<file path="src/logic/mips_pkg.sv">
`default_nettype none

package mips_pkg;

	// Data path and field widths fixed by the architecture
	typedef logic [31:0] word_t;
	typedef logic [4:0] reg_addr_t;
	typedef logic [4:0] shamt_t;

	typedef enum logic [3:0] {
		ALU_ADD,
		ALU_SUB,
		ALU_AND,
		ALU_OR,
		ALU_XOR,
		ALU_NOR,
		ALU_SLT,
		ALU_SLTU,
		ALU_SLL,
		ALU_SRL,
		ALU_SRA,
		ALU_LUI
	} alu_op_t;

	// Primary opcode field, instr[31:26]
	localparam logic [5:0] OP_RTYPE = 6'h00;
	localparam logic [5:0] OP_ADDIU = 6'h09;
	localparam logic [5:0] OP_SLTI  = 6'h0a;
	localparam logic [5:0] OP_SLTIU = 6'h0b;
	localparam logic [5:0] OP_ANDI  = 6'h0c;
	localparam logic [5:0] OP_ORI   = 6'h0d;
	localparam logic [5:0] OP_XORI  = 6'h0e;
	localparam logic [5:0] OP_LUI   = 6'h0f;

	// Funct field for R-type, instr[5:0]
	localparam logic [5:0] FN_SLL  = 6'h00;
	localparam logic [5:0] FN_SRL  = 6'h02;
	localparam logic [5:0] FN_SRA  = 6'h03;
	localparam logic [5:0] FN_ADDU = 6'h21;
	localparam logic [5:0] FN_SUBU = 6'h23;
	localparam logic [5:0] FN_AND  = 6'h24;
	localparam logic [5:0] FN_OR   = 6'h25;
	localparam logic [5:0] FN_XOR  = 6'h26;
	localparam logic [5:0] FN_NOR  = 6'h27;
	localparam logic [5:0] FN_SLT  = 6'h2a;
	localparam logic [5:0] FN_SLTU = 6'h2b;

endpackage

`default_nettype wire

</file>
<file path="src/logic/register_file.sv">
`timescale 1ns/1ps
`default_nettype none

module register_file (
	input wire clk,
	input wire rst,
	input wire write_ena,
	input wire mips_pkg::reg_addr_t rs_addr,
	input wire mips_pkg::reg_addr_t rt_addr,
	input wire mips_pkg::reg_addr_t write_reg,
	input wire mips_pkg::word_t write_data,
	output mips_pkg::word_t rs_data,
	output mips_pkg::word_t rt_data
);

	import mips_pkg::*;

	// Register 0 has no storage so only 1..31 are kept
	word_t regs [1:31];

	logic write_live;

	// Writes to register 0 are simply dropped
	assign write_live = write_ena && (write_reg != '0);

	// One read port with the bypass from the write port in the same cycle
	function automatic word_t read_port(
		input reg_addr_t addr,
		input logic wr_live,
		input reg_addr_t wr_reg,
		input word_t wr_data
	);
		word_t value;
		if (addr == '0) begin
			value = '0;
		end else if (wr_live && (addr == wr_reg)) begin
			value = wr_data;
		end else begin
			value = regs[addr];
		end
		return value;
	endfunction

	always_comb begin
		rs_data = read_port(rs_addr, write_live, write_reg, write_data);
	end

	always_comb begin
		rt_data = read_port(rt_addr, write_live, write_reg, write_data);
	end

	// Architectural state starts at zero after reset
	always_ff @(posedge clk) begin
		if (~rst) begin
			for (int i = 1; i < 32; i++) begin
				regs[i] <= '0;
			end
		end else if (write_live) begin
			regs[write_reg] <= write_data;
		end
	end

endmodule

`default_nettype wire

</file>
<file path="src/logic/issue_stage.sv">
`timescale 1ns/1ps
`default_nettype none

module issue_stage (
	input wire clk,
	input wire rst,
	input wire [31:0] instr,
	input wire instr_valid,
	input wire mips_pkg::word_t rs_data,
	input wire mips_pkg::word_t rt_data,
	output mips_pkg::reg_addr_t rs_addr,
	output mips_pkg::reg_addr_t rt_addr,
	output logic ex_valid,
	output logic ex_write,
	output mips_pkg::alu_op_t ex_op,
	output mips_pkg::word_t ex_a,
	output mips_pkg::word_t ex_b,
	output mips_pkg::shamt_t ex_shamt,
	output mips_pkg::reg_addr_t ex_dest
);

	import mips_pkg::*;

	// Instruction fields
	logic [5:0] opcode;
	logic [5:0] funct;
	logic [15:0] imm;
	reg_addr_t rd_field;
	shamt_t shamt_field;

	// Decoded controls
	alu_op_t dec_op;
	logic dec_write;
	logic dec_use_imm;
	logic dec_sign_ext;
	reg_addr_t dec_dest;
	word_t imm_ext;
	word_t operand_b;

	assign opcode      = instr[31:26];
	assign rs_addr     = instr[25:21];
	assign rt_addr     = instr[20:16];
	assign rd_field    = instr[15:11];
	assign shamt_field = instr[10:6];
	assign funct       = instr[5:0];
	assign imm         = instr[15:0];

	always_comb begin
		dec_op       = ALU_ADD;
		dec_write    = 1'b0;
		dec_use_imm  = 1'b0;
		dec_sign_ext = 1'b1;
		dec_dest     = rt_addr;
		case (opcode)
			OP_RTYPE: begin
				dec_dest  = rd_field;
				dec_write = 1'b1;
				case (funct)
					FN_SLL:  dec_op = ALU_SLL;
					FN_SRL:  dec_op = ALU_SRL;
					FN_SRA:  dec_op = ALU_SRA;
					FN_ADDU: dec_op = ALU_ADD;
					FN_SUBU: dec_op = ALU_SUB;
					FN_AND:  dec_op = ALU_AND;
					FN_OR:   dec_op = ALU_OR;
					FN_XOR:  dec_op = ALU_XOR;
					FN_NOR:  dec_op = ALU_NOR;
					FN_SLT:  dec_op = ALU_SLT;
					FN_SLTU: dec_op = ALU_SLTU;
					// Unknown funct retires with no write-back
					default: dec_write = 1'b0;
				endcase
			end
			OP_ADDIU, OP_SLTI, OP_SLTIU: begin
				dec_write   = 1'b1;
				dec_use_imm = 1'b1;
				dec_op      = (opcode == OP_ADDIU) ? ALU_ADD :
				              (opcode == OP_SLTI) ? ALU_SLT : ALU_SLTU;
			end
			OP_ANDI, OP_ORI, OP_XORI: begin
				// Logical immediates are zero extended
				dec_write    = 1'b1;
				dec_use_imm  = 1'b1;
				dec_sign_ext = 1'b0;
				dec_op       = (opcode == OP_ANDI) ? ALU_AND :
				               (opcode == OP_ORI) ? ALU_OR : ALU_XOR;
			end
			OP_LUI: begin
				dec_write    = 1'b1;
				dec_use_imm  = 1'b1;
				dec_sign_ext = 1'b0;
				dec_op       = ALU_LUI;
			end
			default: begin
				dec_write = 1'b0;
			end
		endcase
	end

	assign imm_ext   = dec_sign_ext ? {{16{imm[15]}}, imm} : {16'b0, imm};
	assign operand_b = dec_use_imm ? imm_ext : rt_data;

	// Control bits of the issue register
	always_ff @(posedge clk) begin
		if (~rst) begin
			ex_valid <= 1'b0;
			ex_write <= 1'b0;
		end else begin
			ex_valid <= instr_valid;
			if (instr_valid) begin
				ex_write <= dec_write;
			end
		end
	end

	// Payload only loads on a valid instruction
	always_ff @(posedge clk) begin
		if (instr_valid) begin
			ex_op    <= dec_op;
			ex_a     <= rs_data;
			ex_b     <= operand_b;
			ex_shamt <= shamt_field;
			ex_dest  <= dec_dest;
		end
	end

endmodule

`default_nettype wire

</file>
<file path="src/logic/alu.sv">
`timescale 1ns/1ps
`default_nettype none

module alu (
	input wire mips_pkg::alu_op_t op,
	input wire mips_pkg::word_t a,
	input wire mips_pkg::word_t b,
	input wire mips_pkg::shamt_t shamt,
	output mips_pkg::word_t result
);

	import mips_pkg::*;

	logic lt_signed;
	logic lt_unsigned;

	assign lt_signed   = $signed(a) < $signed(b);
	assign lt_unsigned = a < b;

	always_comb begin
		case (op)
			ALU_ADD: begin
				result = a + b;
			end
			ALU_SUB: begin
				result = a - b;
			end
			ALU_AND: begin
				result = a & b;
			end
			ALU_OR: begin
				result = a | b;
			end
			ALU_XOR: begin
				result = a ^ b;
			end
			ALU_NOR: begin
				result = ~(a | b);
			end
			ALU_SLT: begin
				result = {31'b0, lt_signed};
			end
			ALU_SLTU: begin
				result = {31'b0, lt_unsigned};
			end
			// Shifts work on the rt operand
			ALU_SLL: begin
				result = b << shamt;
			end
			ALU_SRL: begin
				result = b >> shamt;
			end
			ALU_SRA: begin
				result = word_t'($signed(b) >>> shamt);
			end
			ALU_LUI: begin
				result = {b[15:0], 16'b0};
			end
			default: begin
				result = '0;
			end
		endcase
	end

endmodule

`default_nettype wire

</file>
<file path="src/logic/int_core.sv">
`timescale 1ns/1ps
`default_nettype none

module int_core (
	input wire clk,
	input wire rst,
	input wire [31:0] instr,
	input wire instr_valid,
	output wire wb_valid,
	output wire mips_pkg::reg_addr_t wb_reg,
	output wire mips_pkg::word_t wb_data
);

	import mips_pkg::*;

	// Decode side
	reg_addr_t rs_addr;
	reg_addr_t rt_addr;
	word_t rs_data;
	word_t rt_data;

	// Execute side
	logic ex_valid;
	logic ex_write;
	alu_op_t ex_op;
	word_t ex_a;
	word_t ex_b;
	shamt_t ex_shamt;
	reg_addr_t ex_dest;
	word_t result;
	logic write_ena;

	// Unsupported encodings travel down the pipe but never write
	assign write_ena = ex_valid & ex_write;

	issue_stage i_issue_stage (
		.clk         (clk),
		.rst         (rst),
		.instr       (instr),
		.instr_valid (instr_valid),
		.rs_data     (rs_data),
		.rt_data     (rt_data),
		.rs_addr     (rs_addr),
		.rt_addr     (rt_addr),
		.ex_valid    (ex_valid),
		.ex_write    (ex_write),
		.ex_op       (ex_op),
		.ex_a        (ex_a),
		.ex_b        (ex_b),
		.ex_shamt    (ex_shamt),
		.ex_dest     (ex_dest)
	);

	register_file i_register_file (
		.clk        (clk),
		.rst        (rst),
		.write_ena  (write_ena),
		.rs_addr    (rs_addr),
		.rt_addr    (rt_addr),
		.write_reg  (ex_dest),
		.write_data (result),
		.rs_data    (rs_data),
		.rt_data    (rt_data)
	);

	alu i_alu (
		.op     (ex_op),
		.a      (ex_a),
		.b      (ex_b),
		.shamt  (ex_shamt),
		.result (result)
	);

	// Outputs mirror the register file write port
	assign wb_valid = write_ena;
	assign wb_reg   = ex_dest;
	assign wb_data  = result;

endmodule

`default_nettype wire

</file>
<file path="config.mk">
export PLATFORM = sky130hd
export DESIGN_NAME = int_core
export DESIGN_NICKNAME = d
export VERILOG_FILES = /design/src/logic/mips_pkg.sv /design/src/logic/register_file.sv /design/src/logic/issue_stage.sv /design/src/logic/alu.sv /design/src/logic/int_core.sv
export SDC_FILE = /design/constraint.sdc
export NUM_CORES = 2
export LEC_CHECK = 0
export BUFFER_PORTS_ARGS = -buffer_cell sky130_fd_sc_hd__buf_2
export CAP_MARGIN = 30
export CORE_MARGIN = 2
export CORE_UTILIZATION = 40
export DETAILED_ROUTE_END_ITERATION = 10
export PLACE_DENSITY_LB_ADDON = 0.05
export SLEW_MARGIN = 10
export SYNTH_ARGS = -nofsm -noshare
export SYNTH_HDL_FRONTEND = slang
export SYNTH_SLANG_ARGS = --single-unit
export TNS_END_PERCENT = 1
</file>
<file path="constraint.sdc">
create_clock -name clk -period 5.1 [get_ports clk]
set_input_delay 0.765 -clock clk [delete_from_list [all_inputs] [get_ports clk]]
set_output_delay 0.765 -clock clk [all_outputs]
set_load 0.005 [all_outputs]
</file>
**Word-level counts from Yosys, hierarchy flattened**

Memories as Yosys holds them, arrays and structs flattened.
Cells that the tools add are included.

- Muxes and demuxes: 23
- Bitwise gates (word level): 5
- Shift-type cells: 3
- Reductions and logical operators: 15
- $lt $le $gt $ge: 2
- Add/subtract/negate cells: 2
- Equality and inequality tests: 30

Operator list:

| cell | count |
|---|---|
| $pmux 32 s12 | 1 |
| $mux 32 | 6 |
| $lt 32x32->1 | 2 |
| $eq 6x6->1 const B | 8 |
| $eq 6x4->1 const B | 7 |
| $pmux 4 s10 | 1 |
| $add 32x32->32 | 1 |
| $and 32x32->32 | 1 |
| $not 32->32 | 1 |
| $or 32x32->32 | 1 |
| $reduce_or 32->1 | 1 |
| $shl 32x5->32 | 1 |
| $shr 32x5->32 | 1 |
| $sshr 32x5->32 | 1 |
| $sub 32x32->32 | 1 |
| $xor 32x32->32 | 1 |
| $eq 4x3->1 const B | 4 |
| $eq 4x4->1 const B | 4 |
| $pmux 4 s4 | 1 |
| $eq 6x2->1 const B | 2 |
| $logic_not 6->1 | 2 |
| $reduce_or 11->1 | 1 |
| $eq 5x5->1 | 2 |
| $logic_not 5->1 | 2 |
| other kinds (14) | 27 |

- Input port bits: 35
- Memories: 1
- Output and inout bits: 38
- Register bits after elaboration: 80
- Word-level logic and storage cells: 88
- Bits in writable memories: 992

Memories:

| memory | words | bits a word | rd ports | clocked after memory_dff | write ports | RTL line | source |
|---|---|---|---|---|---|---|---|
| i_register_file.regs | 31 | 32 | 2 | 0 | 31 | register_file.sv:19 | `word_t regs [1:31];` |

**Logic depth before layout (Yosys ltp)**

- Depth in word-level cells: 7
- Mapped depth: 16

**Modules after synthesis**

A second synthesis with hierarchy kept.

- Cell total of the unflattened synthesis: 5434
- Area total of the unflattened synthesis: 67687.4 sq um

By module, submodules not included:

| module | cells each | instances | area an instance (sq um) |
|---|---|---|---|
| register_file | 3939 | 1 | 55615.8 |
| alu | 1322 | 1 | 8979.9 |
| issue_stage | 172 | 1 | 3085.5 |
| int_core | 1 | 1 | 6.3 |

**Worst setup path after synthesis**

No wires, ideal clock.

- Path kind: register to output
- From: reg i_issue_stage.ex_b[7]
- To: out wb_data[28]
- Cell stages (with the launch flop): 15
- Path slack: 0.849 ns
- Arrival: 3.486 ns
- Cell sequence: edfxtp_1 -> clkbuf_1 -> inv_1 -> ha_1 -> clkbuf_1 -> nand2b_1 -> a221oi_1 -> nand4bb_1 -> nand2_1 -> a21o_1 -> o41ai_1 -> mux2i_1 -> a2bb2oi_1 -> clkbuf_1 -> inv_1

- Cells in the longest elaborated chain, start to end: 2
- Elaborated cells between the ends (all ways): 6

RTL lines:

| what | RTL line | source |
|---|---|---|
| from (decl) | issue_stage.sv:17 | `output mips_pkg::word_t ex_b,` |
| from (signal assigned) | issue_stage.sv:121 | `ex_b <= operand_b;` |
| $sub 32x32->32, or another cell as far along | alu.sv:26 | `result = a - b;` |
| $pmux 32 s12 (*) | alu.sv:21 | `case (op)` |
| to (decl) | int_core.sv:11 | `output wire mips_pkg::word_t wb_data` |

Every way passes the cells marked *; elsewhere a longest branch is shown, timed or not.

**Worst setup path in the final report**

- From: reg i_issue_stage.ex_a[0]
- To: out wb_data[16]

- Cells in the longest elaborated chain, start to end: 2
- Elaborated cells between the ends (all ways): 3

RTL lines:

| what | RTL line | source |
|---|---|---|
| from (decl) | issue_stage.sv:16 | `output mips_pkg::word_t ex_a,` |
| from (signal assigned) | issue_stage.sv:120 | `ex_a <= rs_data;` |
| $sub 32x32->32 / $add 32x32->32 (equally long branches) | alu.sv:26, alu.sv:23 |  |
| $pmux 32 s12 (*) | alu.sv:21 |  |

Marked as above.

==> impl_metrics.tcl <==
set metrics [dict create \
    synth_edf_count 1102 \
    fin_util_pct 46.2 \
    seq_area_frac_synth_pct 50.9 \
    synth.avg_cell_area_sq_um 13.1 \
    hold_path.class "in2reg" \
    ys_warn_count 0 \
    finalHoldViolCount 0 \
    dr.pass1.iters 6 \
    fin_hold_ws_ns 0.224 \
    crit_arrival_ns 4.32 \
    clock_latency_ns 0.81 \
    cap_violations 0 \
    synthCells 4969 \
    power_density_mw_per_mm2 351 \
    num_vias 48700 \
    stdcell_area_sq_mm 0.0749 \
    synthArstFlopShare_pct 0 \
    fin_nets 5201 \
    row_count 148 \
    io_buffers 72 \
    run_status "finished clean" \
    finalWirelength_um 293000 \
    cts_buffer_depth 3 \
    fp.dieW_um 407 \
    grt_pass1_vias 47300 \
    mostFrequentLayoutCells "nor2_1 (1138), edfxtp_1 (1102), mux4_2 (681), buf_4 (305), nand2_1 (190)" \
    dpl-instance-area_sq_mm 0.0700 \
    slew_viol_final 0 \
    cts-root-buf "clkbuf_16" \
    grt_antenna_before_repair 11 \
    synth.top_cell.area_share_pct 50.8 \
    viasPerCell 6.63 \
    p_leak_nw 27.0 \
    routedWlPerCell_um 39.8 \
    clkPwrFrac_pct 36.3 \
    grt_max_degree 77 \
    maxSlewHeadroom_pct 28.6 \
    io_pins 73 \
    grt_pass1_wl_um 400000 \
    rsz0062_at_grt "true" \
    crit_fanout 3 \
    synth_top_cells_by_area "edfxtp_1 (51%), mux4_2 (24%), nor2_1 (6.6%)" \
    netlist_area_sq_mm 0.0651 \
    setup_viol 0 \
    drt_iter0_drc 6955 \
    drive_gt1_share_pct 30.0 \
    critPathLaunchType "register" \
    cts_made_buffers 134 \
    cts_tree "yes" \
    clkTransAtPathRegs_ns 0.06 \
    clock_sinks 1104 \
    p_comb_share_pct 23.2 \
    peakVddDrop_uv 385 \
    worstMarginPinSlew_ns 1.07 \
    htreeDepth 4 \
    fin_crit_sh_pct 99.8 \
    overflow 0 \
    swShare_pct 31.9 \
    postRouteAntennaNets 0 \
    dp_hpwl_um 187000 \
    synthToLayoutAreaGrowth_pct 15.1 \
    fill_cells 14600 \
    yosysTopAreaCell "edfxtp_1" \
    period_needed_ns 5.09 \
    fmax_mhz 196 \
    core_sq_mm 0.162 \
    fin_skew_ns 0.0297 \
    gp_congestion 0.958 \
    p_switching_w 0.00840 \
    die-height_um 407 \
    ys_ff_latch 1104 \
    p_int_w 0.0179 \
    final_common_cell "nor2_1" \
    die_area_sq_mm 0.166 \
    ys_types 92 \
    synthFlopType "edfxtp_1" \
    grt_use_total_pct 34.9 \
    remaining_drc_errors 0 \
    p_seq_share_pct 40.5 \
    end_kind "output pin" \
    initial_core_util_pct 40.1 \
    required_ns 4.34 \
    critPathKind "reg2out" \
]
state kept, by name, indices dropped and copies added, names as in the netlist:
signal,count
i_issue_stage.ex_valid,1
i_issue_stage.ex_shamt,5
i_issue_stage.ex_write,1
i_issue_stage.ex_b,32
i_issue_stage.ex_a,32
i_register_file.regs,1024
i_issue_stage.ex_dest,5
i_issue_stage.ex_op,4
through the flow:
stage                     TNS [ns]  instances  worst slack (ns)  total power, W
after detailed placement         0       7076             0.479          0.0166
after floorplan                  0       5000             0.849          0.0140
final                            0       7346            0.0105          0.0263
after global placement           0       7072             0.192          0.0167
after global routing        -0.658       7341            -0.135          0.0270
after CTS                   -0.136       7331           -0.0511          0.0262
area by class of cell:
cell class / instances / area (sq um) / share of cell area (%)
antenna: 5 / 12.5 / 0.0167
clock buffer: 163 / 3540 / 4.72
clock inverter: 79 / 736 / 0.982
inverter: 137 / 515 / 0.688
multi-input combinational: 3248 / 30400 / 40.6
sequential: 1104 / 33100 / 44.2
tap: 2175 / 2720 / 3.63
timing repair buffer: 435 / 3880 / 5.18
Yosys cell counts (14+ instances only):
master	number
nand4_1	14
buf_2	43
nand2b_1	15
mux2_2	17
nor2_1	1141
nor4_1	16
o211ai_1	25
a211oi_1	72
buf_1	80
o221ai_1	27
nor3_1	47
ha_1	104
o21ai_0	115
a221o_1	14
nand3_1	25
mux4_2	680
a31oi_1	20
nor2b_1	33
mux2i_1	110
o22ai_1	21
nor2_2	29
edfxtp_1	1102
clkbuf_1	378
nand2_1	253
a21o_1	17
inv_1	135
a21oi_1	142
a221oi_1	19
worst paths after layout:
path                                             endpoint  slack (ns)  cells after the start                   start
worst min register to register     i_issue_stage.ex_write        0.69                      2  i_issue_stage.ex_write
worst max register to register     i_issue_stage.ex_a[26]        0.77                     16   i_issue_stage.ex_a[0]
worst min-delay path            i_issue_stage.ex_shamt[4]        0.22                      1               instr[10]
worst max-delay path                          wb_data[16]        0.01                     17   i_issue_stage.ex_a[0]
cell families after synthesis:
group                    after synthesis  synth area share [%]
AO/OA/AOI/OAI                        634                  6.79
adder cells (fa/ha/maj)              106                  2.06
other                                  1               0.00576
flip-flops                          1104                  50.9
buffers and inverters                648                  3.90
multiplexers                         810                  25.6
AND/OR/NAND/NOR                     1650                  10.5
XOR/XNOR                              16                 0.215
routing by layer:
layer,vias to the layer above,wire (um),global-route usage [%]
li1,19300,-,-
met1,25900,118000,49.1
met2,2967,133000,53.4
met3,566,29000,7.15
met4,8,12400,13.4
met5,-,65,0
worst max-delay path, stage by stage, from the launching register on:
cell       delay (ns)
edfxtp_1         0.41
inv_2            0.08
ha_1             0.16
inv_1            0.06
fa_2             0.35
nor2b_1          0.16
o211ai_1         0.37
nand4bb_1        0.15
buf_4            0.19
a21o_4           0.23
a21oi_4          0.14
o21ai_0          0.09
a22oi_1          0.15
mux2i_1          0.14
a2111oi_4        0.43
buf_6            0.21
inv_1            0.06
buf_2            0.12
power groups by stage:
stage          combinational (W)  sequential [W]  clock (W)
2_1_floorplan            0.00330          0.0107          0
3_3_place_gp             0.00584          0.0108          0
3_5_place_dp             0.00580          0.0108          0
4_1_cts                  0.00591          0.0107    0.00964
5_1_grt                  0.00636          0.0107    0.00997
6_report                 0.00611          0.0107    0.00954
repair_timing:
action,CTS,global route
pin swaps,11,9
gates resized for setup,44,54
buffers inserted,12,9
cloned,1,1
hold buffers,0,0
endpoints found under the setup margin,22,23
(Power assumes the default switching activity.)
